### src/id_pkg.sv
/*
  shared definitions for the instruction decode stage
  width constants, decode enums, bus structs
*/
package id_pkg;

  localparam int XLEN       = 64;
  localparam int REG_ADDR_W = 5;
  // history index is pc[5:2]
  localparam int BHT_IDX_W  = 4;

  typedef enum logic [3:0] {
    cls_op_reg,
    cls_op_imm,
    cls_branch,
    cls_load,
    cls_store,
    cls_lui,
    cls_auipc,
    cls_jal,
    cls_jalr,
    cls_illegal
  } inst_class_e;

  typedef enum logic [4:0] {
    alu_add, alu_sub, alu_sll, alu_slt, alu_sltu,
    alu_xor, alu_srl, alu_sra, alu_or, alu_and,
    alu_lui, alu_auipc, alu_jal, alu_jalr,
    alu_beq, alu_bne, alu_blt, alu_bge, alu_bltu, alu_bgeu,
    alu_load, alu_store, alu_nop
  } alu_op_e;

  typedef enum logic [1:0] {
    unit_alu,
    unit_lsu,
    unit_bru,
    unit_none
  } exec_unit_e;

  typedef enum logic [1:0] {
    src_reg,
    src_pc,
    src_imm,
    src_zero
  } opnd_src_e;

  // result in flight from execute or memory
  typedef struct packed {
    logic                  rd_we;
    logic [REG_ADDR_W-1:0] rd_addr;
    logic [XLEN-1:0]       pc;
    logic [XLEN-1:0]       data;
  } producer_t;

  typedef struct packed {
    logic                  en;
    logic [REG_ADDR_W-1:0] addr;
  } wb_pending_t;

  typedef struct packed {
    logic                  rs1_en;
    logic [REG_ADDR_W-1:0] rs1_addr;
    logic                  rs2_en;
    logic [REG_ADDR_W-1:0] rs2_addr;
  } rf_read_t;

  typedef struct packed {
    logic            en;
    logic [XLEN-1:0] target;
  } redirect_t;

  typedef struct packed {
    logic                 en;
    logic [BHT_IDX_W-1:0] idx;
    logic                 taken;
  } bht_update_t;

  typedef struct packed {
    logic [XLEN-1:0]       pc;
    alu_op_e               alu_op;
    exec_unit_e            unit;
    logic [XLEN-1:0]       op1;
    logic [XLEN-1:0]       op2;
    logic                  rd_we;
    logic [REG_ADDR_W-1:0] rd_addr;
    logic [XLEN-1:0]       mem_addr;
    logic [2:0]            mem_size;
  } id_ex_t;

endpackage

### src/inst_decoder.sv
/*
  RV64I instruction decoder
  class, operation and unit decode, immediates,
  operand sources and register-file read request
*/
module inst_decoder import id_pkg::*; (
  input  logic [31:0]           inst_i,
  input  logic [XLEN-1:0]       pc_i,
  output inst_class_e           class_o,
  output alu_op_e               alu_op_o,
  output exec_unit_e            unit_o,
  output rf_read_t              rf_read_o,
  output opnd_src_e             src1_o,
  output opnd_src_e             src2_o,
  output logic [XLEN-1:0]       imm_o,
  output logic [XLEN-1:0]       b_imm_o,
  output logic                  rd_we_o,
  output logic [REG_ADDR_W-1:0] rd_addr_o,
  output logic [2:0]            mem_size_o
);

  typedef enum logic [6:0] {
    opc_op     = 7'b0110011,
    opc_op_imm = 7'b0010011,
    opc_branch = 7'b1100011,
    opc_load   = 7'b0000011,
    opc_store  = 7'b0100011,
    opc_lui    = 7'b0110111,
    opc_auipc  = 7'b0010111,
    opc_jal    = 7'b1101111,
    opc_jalr   = 7'b1100111
  } opcode_e;

  opcode_e               opcode;
  logic [2:0]            funct3;
  logic [6:0]            funct7;
  logic [REG_ADDR_W-1:0] rd, rs1, rs2;
  logic [XLEN-1:0]       i_imm, s_imm, u_imm, br_imm, j_imm;
  logic                  shamt_ok;
  logic                  rd_wr;
  inst_class_e           cls;
  alu_op_e               alu_op;

  assign opcode = opcode_e'(inst_i[6:0]);
  assign rd     = inst_i[11:7];
  assign funct3 = inst_i[14:12];
  assign rs1    = inst_i[19:15];
  assign rs2    = inst_i[24:20];
  assign funct7 = inst_i[31:25];

  assign i_imm  = {{52{inst_i[31]}}, inst_i[31:20]};
  assign s_imm  = {{52{inst_i[31]}}, inst_i[31:25], inst_i[11:7]};
  assign u_imm  = {{32{inst_i[31]}}, inst_i[31:12], 12'b0};
  assign br_imm = {{52{inst_i[31]}}, inst_i[7], inst_i[30:25], inst_i[11:8], 1'b0};
  assign j_imm  = {{44{inst_i[31]}}, inst_i[19:12], inst_i[20], inst_i[30:21], 1'b0};

  // rv64 shifts take a 6-bit shamt
  assign shamt_ok = (inst_i[31:26] == 6'b0) ||
                    (funct3 == 3'b101 && inst_i[31:26] == 6'b010000);

  function automatic alu_op_e arith_op(input logic [2:0] f3, input logic alt);
    case (f3)
      3'b000:  arith_op = alt ? alu_sub : alu_add;
      3'b001:  arith_op = alu_sll;
      3'b010:  arith_op = alu_slt;
      3'b011:  arith_op = alu_sltu;
      3'b100:  arith_op = alu_xor;
      3'b101:  arith_op = alt ? alu_sra : alu_srl;
      3'b110:  arith_op = alu_or;
      default: arith_op = alu_and;
    endcase
  endfunction

  always_comb begin
    cls    = cls_illegal;
    alu_op = alu_nop;
    case (opcode)
      opc_op: begin
        if (funct7 == 7'b0 ||
            (funct7 == 7'b0100000 && (funct3 == 3'b000 || funct3 == 3'b101))) begin
          cls    = cls_op_reg;
          alu_op = arith_op(funct3, funct7[5]);
        end
      end
      opc_op_imm: begin
        if (funct3[1:0] != 2'b01 || shamt_ok) begin
          cls    = cls_op_imm;
          alu_op = arith_op(funct3, funct3 == 3'b101 && inst_i[30]);
        end
      end
      opc_branch: begin
        if (funct3[2:1] != 2'b01) begin
          cls = cls_branch;
          case (funct3)
            3'b000:  alu_op = alu_beq;
            3'b001:  alu_op = alu_bne;
            3'b100:  alu_op = alu_blt;
            3'b101:  alu_op = alu_bge;
            3'b110:  alu_op = alu_bltu;
            default: alu_op = alu_bgeu;
          endcase
        end
      end
      opc_load: begin
        if (funct3 != 3'b111) begin
          cls    = cls_load;
          alu_op = alu_load;
        end
      end
      opc_store: begin
        if (!funct3[2]) begin
          cls    = cls_store;
          alu_op = alu_store;
        end
      end
      opc_lui: begin
        cls    = cls_lui;
        alu_op = alu_lui;
      end
      opc_auipc: begin
        cls    = cls_auipc;
        alu_op = alu_auipc;
      end
      opc_jal: begin
        cls    = cls_jal;
        alu_op = alu_jal;
      end
      opc_jalr: begin
        if (funct3 == 3'b000) begin
          cls    = cls_jalr;
          alu_op = alu_jalr;
        end
      end
      default: ;
    endcase
    // misaligned fetch pc
    if (pc_i[1:0] != 2'b00) begin
      cls    = cls_illegal;
      alu_op = alu_nop;
    end
  end

  always_comb begin
    unit_o     = unit_none;
    src1_o     = src_zero;
    src2_o     = src_zero;
    imm_o      = '0;
    b_imm_o    = '0;
    rd_wr      = 1'b0;
    mem_size_o = 3'b000;
    case (cls)
      cls_op_reg: begin
        unit_o = unit_alu;
        src1_o = src_reg;
        src2_o = src_reg;
        rd_wr  = 1'b1;
      end
      cls_op_imm: begin
        unit_o = unit_alu;
        src1_o = src_reg;
        src2_o = src_imm;
        imm_o  = i_imm;
        rd_wr  = 1'b1;
      end
      cls_branch: begin
        unit_o  = unit_bru;
        src1_o  = src_reg;
        src2_o  = src_reg;
        b_imm_o = br_imm;
      end
      cls_load: begin
        unit_o     = unit_lsu;
        src1_o     = src_reg;
        imm_o      = i_imm;
        rd_wr      = 1'b1;
        mem_size_o = funct3;
      end
      cls_store: begin
        unit_o     = unit_lsu;
        src1_o     = src_reg;
        src2_o     = src_reg;
        imm_o      = s_imm;
        mem_size_o = funct3;
      end
      cls_lui, cls_auipc: begin
        unit_o = unit_alu;
        src1_o = (cls == cls_auipc) ? src_pc : src_zero;
        src2_o = src_imm;
        imm_o  = u_imm;
        rd_wr  = 1'b1;
      end
      cls_jal: begin
        unit_o  = unit_bru;
        src1_o  = src_pc;
        src2_o  = src_pc;
        b_imm_o = j_imm;
        rd_wr   = 1'b1;
      end
      cls_jalr: begin
        unit_o = unit_bru;
        src1_o = src_reg;
        src2_o = src_pc;
        imm_o  = i_imm;
        rd_wr  = 1'b1;
      end
      default: ;
    endcase
  end

  assign class_o  = cls;
  assign alu_op_o = alu_op;

  assign rf_read_o.rs1_en   = (src1_o == src_reg);
  assign rf_read_o.rs1_addr = (src1_o == src_reg) ? rs1 : '0;
  assign rf_read_o.rs2_en   = (src2_o == src_reg);
  assign rf_read_o.rs2_addr = (src2_o == src_reg) ? rs2 : '0;

  // x0 is never written
  assign rd_we_o   = rd_wr && (rd != '0);
  assign rd_addr_o = rd_we_o ? rd : '0;

endmodule

### src/operand_select.sv
/*
  operand source selection for one operand
  forwarding from two ALU ports and the memory port
*/
module operand_select import id_pkg::*; (
  input  opnd_src_e             src_i,
  input  logic [REG_ADDR_W-1:0] addr_i,
  input  logic [XLEN-1:0]       rf_data_i,
  input  producer_t             alu1_i,
  input  producer_t             alu2_i,
  input  producer_t             mem_i,
  input  logic [XLEN-1:0]       imm_i,
  input  logic [XLEN-1:0]       pc_i,
  output logic [XLEN-1:0]       opnd_o
);

  logic            addr_nz;
  logic            hit_alu1, hit_alu2, hit_mem;
  logic [XLEN-1:0] reg_val;

  assign addr_nz  = (addr_i != '0);
  assign hit_alu1 = addr_nz && alu1_i.rd_we && (alu1_i.rd_addr == addr_i);
  assign hit_alu2 = addr_nz && alu2_i.rd_we && (alu2_i.rd_addr == addr_i);
  assign hit_mem  = addr_nz && mem_i.rd_we && (mem_i.rd_addr == addr_i);

  always_comb begin
    if (hit_alu1 && hit_alu2) begin
      // younger producer has the larger pc
      reg_val = (alu1_i.pc >= alu2_i.pc) ? alu1_i.data : alu2_i.data;
    end else if (hit_alu1) begin
      reg_val = alu1_i.data;
    end else if (hit_alu2) begin
      reg_val = alu2_i.data;
    end else if (hit_mem) begin
      reg_val = mem_i.data;
    end else begin
      reg_val = rf_data_i;
    end
  end

  always_comb begin
    case (src_i)
      src_reg: opnd_o = reg_val;
      src_pc:  opnd_o = pc_i;
      src_imm: opnd_o = imm_i;
      default: opnd_o = '0;
    endcase
  end

endmodule

### src/branch_resolve.sv
/*
  branch compare and mispredict redirect
  jalr target redirect, history update, load/store address
*/
module branch_resolve import id_pkg::*; #(
  parameter int NUM_WB = 3
) (
  input  logic                          valid_i,
  input  logic                          stall_i,
  input  inst_class_e                   class_i,
  input  alu_op_e                       alu_op_i,
  input  logic [XLEN-1:0]               op1_i,
  input  logic [XLEN-1:0]               op2_i,
  input  logic [XLEN-1:0]               pc_i,
  input  logic [XLEN-1:0]               imm_i,
  input  logic [XLEN-1:0]               b_imm_i,
  input  logic [REG_ADDR_W-1:0]         rs1_addr_i,
  input  logic                          phb_i,
  input  producer_t                     alu1_i,
  input  producer_t                     alu2_i,
  input  producer_t                     mem_i,
  input  wb_pending_t [NUM_WB-1:0]      wb_i,
  output redirect_t                     redirect_o,
  output bht_update_t                   bht_update_o,
  output logic [XLEN-1:0]               mem_addr_o
);

  logic            fire;
  logic            is_branch;
  logic            taken;
  logic            mispredict;
  logic            rs1_busy;
  logic            jalr_redir;
  logic [XLEN-1:0] branch_target;
  logic [XLEN-1:0] jalr_sum;
  logic [XLEN-1:0] addr_sum;

  assign fire      = valid_i && !stall_i;
  assign is_branch = (class_i == cls_branch);

  always_comb begin
    case (alu_op_i)
      alu_beq:  taken = (op1_i == op2_i);
      alu_bne:  taken = (op1_i != op2_i);
      alu_blt:  taken = ($signed(op1_i) < $signed(op2_i));
      alu_bge:  taken = ($signed(op1_i) >= $signed(op2_i));
      alu_bltu: taken = (op1_i < op2_i);
      alu_bgeu: taken = (op1_i >= op2_i);
      default:  taken = 1'b0;
    endcase
  end

  assign mispredict    = is_branch && (taken != phb_i);
  // predicted taken but falls through, or the reverse
  assign branch_target = phb_i ? pc_i + XLEN'(4) : pc_i + b_imm_i;

  // fetch cannot know the jalr target while rs1 is still in flight
  always_comb begin
    rs1_busy = (alu1_i.rd_we && alu1_i.rd_addr == rs1_addr_i) ||
               (alu2_i.rd_we && alu2_i.rd_addr == rs1_addr_i) ||
               (mem_i.rd_we && mem_i.rd_addr == rs1_addr_i);
    for (int i = 0; i < NUM_WB; i++) begin
      if (wb_i[i].en && wb_i[i].addr == rs1_addr_i) begin
        rs1_busy = 1'b1;
      end
    end
    // x0 target is static
    if (rs1_addr_i == '0) begin
      rs1_busy = 1'b0;
    end
  end

  assign jalr_redir = (class_i == cls_jalr) && rs1_busy;
  assign jalr_sum   = op1_i + imm_i;

  always_comb begin
    redirect_o.en     = fire && (mispredict || jalr_redir);
    redirect_o.target = '0;
    if (mispredict) begin
      redirect_o.target = branch_target;
    end else if (jalr_redir) begin
      redirect_o.target = {jalr_sum[XLEN-1:1], 1'b0};
    end
  end

  assign bht_update_o.en    = fire && is_branch;
  assign bht_update_o.idx   = pc_i[BHT_IDX_W+1:2];
  assign bht_update_o.taken = taken;

  assign addr_sum   = op1_i + imm_i;
  assign mem_addr_o = (class_i == cls_load || class_i == cls_store) ? addr_sum : '0;

endmodule

### src/id_ex_reg.sv
/*
  ID/EX pipeline register
  holds on stall, drops valid on idle cycles
*/
module id_ex_reg import id_pkg::*; (
  input  logic   clk,
  input  logic   rst_n_i,
  input  logic   valid_i,
  input  logic   stall_i,
  input  id_ex_t d_i,
  output id_ex_t q_o,
  output logic   valid_o
);

  id_ex_t q;
  logic   valid;

  always_ff @(posedge clk or negedge rst_n_i) begin
    if (!rst_n_i) begin
      valid <= 1'b0;
    end else if (!stall_i) begin
      valid <= valid_i;
    end
  end

  // payload only loads on an accepted instruction
  always_ff @(posedge clk or negedge rst_n_i) begin
    if (!rst_n_i) begin
      q <= '0;
    end else if (valid_i && !stall_i) begin
      q <= d_i;
    end
  end

  assign q_o     = q;
  assign valid_o = valid;

endmodule

### src/id_stage.sv
/*
  instruction decode stage top level
  decoder, two operand selectors, branch unit, ID/EX register
*/
module id_stage import id_pkg::*; #(
  parameter int NUM_WB = 3
) (
  input  logic                     clk,
  input  logic                     rst_n_i,
  input  logic                     valid_i,
  input  logic [31:0]              inst_i,
  input  logic [XLEN-1:0]          pc_i,
  input  logic                     phb_i,
  input  logic [XLEN-1:0]          op1_data_i,
  input  logic [XLEN-1:0]          op2_data_i,
  input  producer_t                alu1_i,
  input  producer_t                alu2_i,
  input  producer_t                mem_i,
  input  wb_pending_t [NUM_WB-1:0] wb_i,
  input  logic                     stall_i,
  output rf_read_t                 rf_read_o,
  output redirect_t                redirect_o,
  output bht_update_t              bht_update_o,
  output id_ex_t                   id_ex_o,
  output logic                     id_ex_valid_o
);

  inst_class_e           cls;
  alu_op_e               alu_op;
  exec_unit_e            unit;
  opnd_src_e             src1, src2;
  logic [XLEN-1:0]       imm, b_imm;
  logic [XLEN-1:0]       op1, op2;
  logic [XLEN-1:0]       mem_addr;
  logic                  rd_we;
  logic [REG_ADDR_W-1:0] rd_addr;
  logic [2:0]            mem_size;
  id_ex_t                id_ex_d;

  inst_decoder u_dec (
    .inst_i     (inst_i),
    .pc_i       (pc_i),
    .class_o    (cls),
    .alu_op_o   (alu_op),
    .unit_o     (unit),
    .rf_read_o  (rf_read_o),
    .src1_o     (src1),
    .src2_o     (src2),
    .imm_o      (imm),
    .b_imm_o    (b_imm),
    .rd_we_o    (rd_we),
    .rd_addr_o  (rd_addr),
    .mem_size_o (mem_size)
  );

  operand_select u_opnd1 (
    .src_i     (src1),
    .addr_i    (rf_read_o.rs1_addr),
    .rf_data_i (op1_data_i),
    .alu1_i    (alu1_i),
    .alu2_i    (alu2_i),
    .mem_i     (mem_i),
    .imm_i     (imm),
    .pc_i      (pc_i),
    .opnd_o    (op1)
  );

  operand_select u_opnd2 (
    .src_i     (src2),
    .addr_i    (rf_read_o.rs2_addr),
    .rf_data_i (op2_data_i),
    .alu1_i    (alu1_i),
    .alu2_i    (alu2_i),
    .mem_i     (mem_i),
    .imm_i     (imm),
    .pc_i      (pc_i),
    .opnd_o    (op2)
  );

  branch_resolve #(
    .NUM_WB (NUM_WB)
  ) u_bru (
    .valid_i      (valid_i),
    .stall_i      (stall_i),
    .class_i      (cls),
    .alu_op_i     (alu_op),
    .op1_i        (op1),
    .op2_i        (op2),
    .pc_i         (pc_i),
    .imm_i        (imm),
    .b_imm_i      (b_imm),
    .rs1_addr_i   (rf_read_o.rs1_addr),
    .phb_i        (phb_i),
    .alu1_i       (alu1_i),
    .alu2_i       (alu2_i),
    .mem_i        (mem_i),
    .wb_i         (wb_i),
    .redirect_o   (redirect_o),
    .bht_update_o (bht_update_o),
    .mem_addr_o   (mem_addr)
  );

  assign id_ex_d = '{
    pc:       pc_i,
    alu_op:   alu_op,
    unit:     unit,
    op1:      op1,
    op2:      op2,
    rd_we:    rd_we,
    rd_addr:  rd_addr,
    mem_addr: mem_addr,
    mem_size: mem_size
  };

  id_ex_reg u_id_ex (
    .clk     (clk),
    .rst_n_i (rst_n_i),
    .valid_i (valid_i),
    .stall_i (stall_i),
    .d_i     (id_ex_d),
    .q_o     (id_ex_o),
    .valid_o (id_ex_valid_o)
  );

endmodule

### config.mk
export PLATFORM = sky130hd
export DESIGN_NAME = id_stage
export DESIGN_NICKNAME = d
export VERILOG_FILES = /design/src/id_pkg.sv /design/src/inst_decoder.sv /design/src/operand_select.sv /design/src/branch_resolve.sv /design/src/id_ex_reg.sv /design/src/id_stage.sv
export SDC_FILE = /design/constraint.sdc
export NUM_CORES = 2
export LEC_CHECK = 0
export BUFFER_PORTS_ARGS = -buffer_cell sky130_fd_sc_hd__buf_2
export CAP_MARGIN = 20
export CORE_AREA = 2 2 396 398
export DETAILED_ROUTE_END_ITERATION = 6
export DIE_AREA = 0 0 398 400
export GPL_ROUTABILITY_DRIVEN = 0
export GPL_TIMING_DRIVEN = 1
export HOLD_SLACK_MARGIN = 0.08
export SETUP_SLACK_MARGIN = 0.15
export SKIP_LAST_GASP = 1
export SYNTH_ARGS = -nofsm -noshare
export SYNTH_HDL_FRONTEND = slang
export SYNTH_HIERARCHICAL = 1
export SYNTH_SLANG_ARGS = --single-unit
### constraint.sdc
create_clock -name clk -period 14.3 [get_ports clk]
set_input_delay 2.86 -clock clk [delete_from_list [all_inputs] [get_ports clk]]
set_output_delay 2.86 -clock clk [all_outputs]
set_load 0.005 [all_outputs]
==> impl_metrics.tcl <==
set metrics [dict create \
    outcome "complete, no violations" \
    synth-async-reset-ratio 1.000 \
    path_class "input port to primary output" \
    hold_viol 0 \
    end_kind "primary output" \
    syn_avg_cell_area_um2 7.901 \
    slew_headroom 0.2322 \
    stdcell_area_mm2 0.04473 \
    cp.required_ns 11.44 \
    final_core_util 0.2884 \
    grt_pass1_wl_mm 278.3 \
    ys_ff_latch 273 \
    row_count 145 \
    syn_inst 4441 \
    routed_wl_mm 203.4 \
    antenna_found_initial 55 \
    placed_cells 7293 \
    drt-pass1-iter-count 6 \
    htree_levels 2 \
    drv_slew 0 \
    grt_max_degree 65 \
    fmax_mhz 71.85 \
    powerDensity_mw_per_mm2 58.01 \
    fin_crit_sh 0.9733 \
    vdd_drop_max_v 0.00007914 \
    hold_path_class "register to register" \
    dieArea_mm2 0.1592 \
    post_route_cells_drive_above_1_share 0.3186 \
    start_util 0.2262 \
    worstHoldStart "u_id_ex/valid_o" \
    vias 40390 \
    cts_tree "built" \
    cts_made_buffers 41 \
    place_area_mm2 0.04233 \
    total_power_mw 2.595 \
    skew_ns 0 \
    track_usage 0.2400 \
    syn2layout_area_growth_pct 27.48 \
    worst_path_max_delay_cell "or4_4" \
    yosys_warnings 6 \
    slowest_delay_ns 0.59 \
    io_buffers 940 \
    cp.arrival_ns 11.06 \
    die_x_um 398 \
    synthesis.nets 5411 \
    r2r-start "u_id_ex/q_o[45]" \
    cpLargestDelayFamily "compound AO/OA/AOI/OAI gates" \
    synth_edf_count 0 \
    synthTopCellsByArea "dfrtp_1 (19%), ha_1 (11%), mux2_2 (8.7%), nand2_1 (4.5%), nor3_1 (4.1%)" \
    route.detailed.drc 0 \
    reg2reg_slack_ns 13.47 \
    synth_seq_area_share 0.1947 \
    clockRootBuffer "clkbuf_16" \
    pre_cts_slack_ns -0.2505 \
    synth_area_mm2 0.03509 \
    synthFlopType "dfrtp_1" \
    avgViaCountPerCell 5.442 \
    critPathBufInv 11 \
    grt_remaining_overflow 0 \
    cts.sinks 273 \
    fp.dieH_um 400 \
    critical_path.startpoint "inst_i[29]" \
    yosysTopAreaCellShare 0.1947 \
    grt_pass1_vias 37980 \
    dpl.hpwl_mm 162.0 \
    layout_setup_ws_ns 0.3823 \
    setup_viol 0 \
    postRouteAntennaNets 0 \
    crit_path_start_kind "input port" \
    worst_pin_slew_ns 1.140 \
    ios 1005 \
    cts-hold-fix-buffers 0 \
    clk_pin_slew_worst_paths_ns 0.05 \
    ys_types 96 \
    finalNonFillerCells 7421 \
    max_cap_violations 0 \
    core_mm2 0.1551 \
    fin_crit_ns 13.92 \
    cp_common_cell "buf_4" \
    cts_buffer_depth 3 \
    fillers 16770 \
    clkLatencyLatePin_ns 0.60 \
    rsz0062_at_grt "false" \
    leakage_nw 21.82 \
    path_max_fanout 14 \
    drt_iter0_drc 4175 \
    routedWlPerCell_um 27.40 \
    fin_nets 6286 \
    yosysTopAreaCell "dfrtp_1" \
]
[layer usage]
| metal | vias to the layer above | wire (um) | track usage |
|---|---|---|---|
| li1 | 18180 | - | - |
| met1 | 19480 | 84490 | 0.3093 |
| met2 | 2295 | 90860 | 0.3840 |
| met3 | 418 | 19610 | 0.06485 |
| met4 | 16 | 8297 | 0.08306 |
| met5 | - | 99 | 0 |
[state kept, by name (all words and copies together), names as in the netlist]
signal	count
u_id_ex/q_o	272
u_id_ex/valid_o	1
[cells in the mapped netlist (10+ instances only)]
cell / instances
a21o_1: 170
nor3_1: 285
nor4_1: 15
o211ai_1: 10
o221ai_1: 136
o21a_1: 11
nor2b_1: 39
dfrtp_1: 273
clkbuf_1: 164
buf_2: 57
nand2b_1: 29
a21boi_0: 15
xor2_1: 93
buf_12: 20
o21ai_0: 128
or3_1: 12
a22oi_1: 129
and4_1: 13
buf_1: 12
a21oi_1: 218
buf_6: 28
nor2_1: 315
ha_1: 319
a221oi_1: 10
buf_4: 97
a22o_1: 12
o21bai_1: 28
nand4_1: 67
mux2_2: 272
o22ai_1: 59
and3_1: 42
nand2_1: 423
inv_1: 246
and2_1: 34
a211oi_1: 15
xnor2_1: 131
a31oi_1: 155
nand3_1: 65
o31ai_1: 137
[layout by cell type (no fill, tap or decap), types with 127 or more instances in the layout]
cell type,n
nor3_1,280
ha_1,319
o221ai_1,134
nor2_1,310
o21ai_0,127
a21oi_1,214
buf_2,937
a22oi_1,129
a21o_1,169
xnor2_1,131
dfrtp_1,273
nand2_1,421
inv_1,244
buf_4,221
mux2_2,272
a31oi_1,150
[path summary, 6_finish.rpt]
path / endpoint / depth (start not counted)
max: redirect_o[62] / 39
min: u_id_ex/valid_o / 1
max reg2reg: u_id_ex/q_o[45] / 1
min reg2reg: u_id_ex/valid_o / 1
max in group asynchronous: u_id_ex/q_o[94] / 3
min in group asynchronous: u_id_ex/q_o[259] / 1
[power breakdown]
group	internal (mW)	switching, mW	total [mW]
clock network	0.644	0.437	1.08
registers	0.806	0.0165	0.823
logic	0.264	0.426	0.691
total	1.72	0.879	2.59
[per-stage QoR]
step / setup TNS (ns) / hold slack [ns]
2_1_floorplan: 0 / 0.4848
3_3_place_gp: -4.379 / 0.4642
3_5_place_dp: -6.380 / 0.4867
4_1_cts: 0 / 0.4992
5_1_grt: 0 / 0.5070
6_report: 0 / 0.4943
[timing repair]
action                                  in CTS  in global routing
resized for setup                           36                 89
endpoints found under the setup margin      62                 65
cloned                                       0                  3
pin swaps                                    8                 33
setup buffers                               12                 21
endpoints found under the hold margin        0                  0
[cell type report]
type                       instances  area, um^2  share of cell area
antenna                           17       42.54           0.0009510
clock buffer                      62        1267             0.02834
timing repair buffer            1210        7325              0.1637
tap                             2058        2575             0.05757
multi-input combinational       3542       25630              0.5731
sequential                       273        6832              0.1527
clock inverter                    11       117.6            0.002629
inverter                         248       938.4             0.02098
[cells by family (layout without fill, tap and decap cells)]
kind of cell | count (synthesis) | count (layout) | share of synthesized area
mux | 282 | 282 | 0.09033
compound gates | 1301 | 1301 | 0.2562
fa+ha+maj | 321 | 321 | 0.1149
buf+inv | 626 | 1531 | 0.09471
flops | 273 | 273 | 0.1947
simple gates | 1413 | 1413 | 0.1932
other cells | 1 | 18 | 0.0001069
xor+xnor | 224 | 224 | 0.05591
Power figures use the tool's default switching activity.
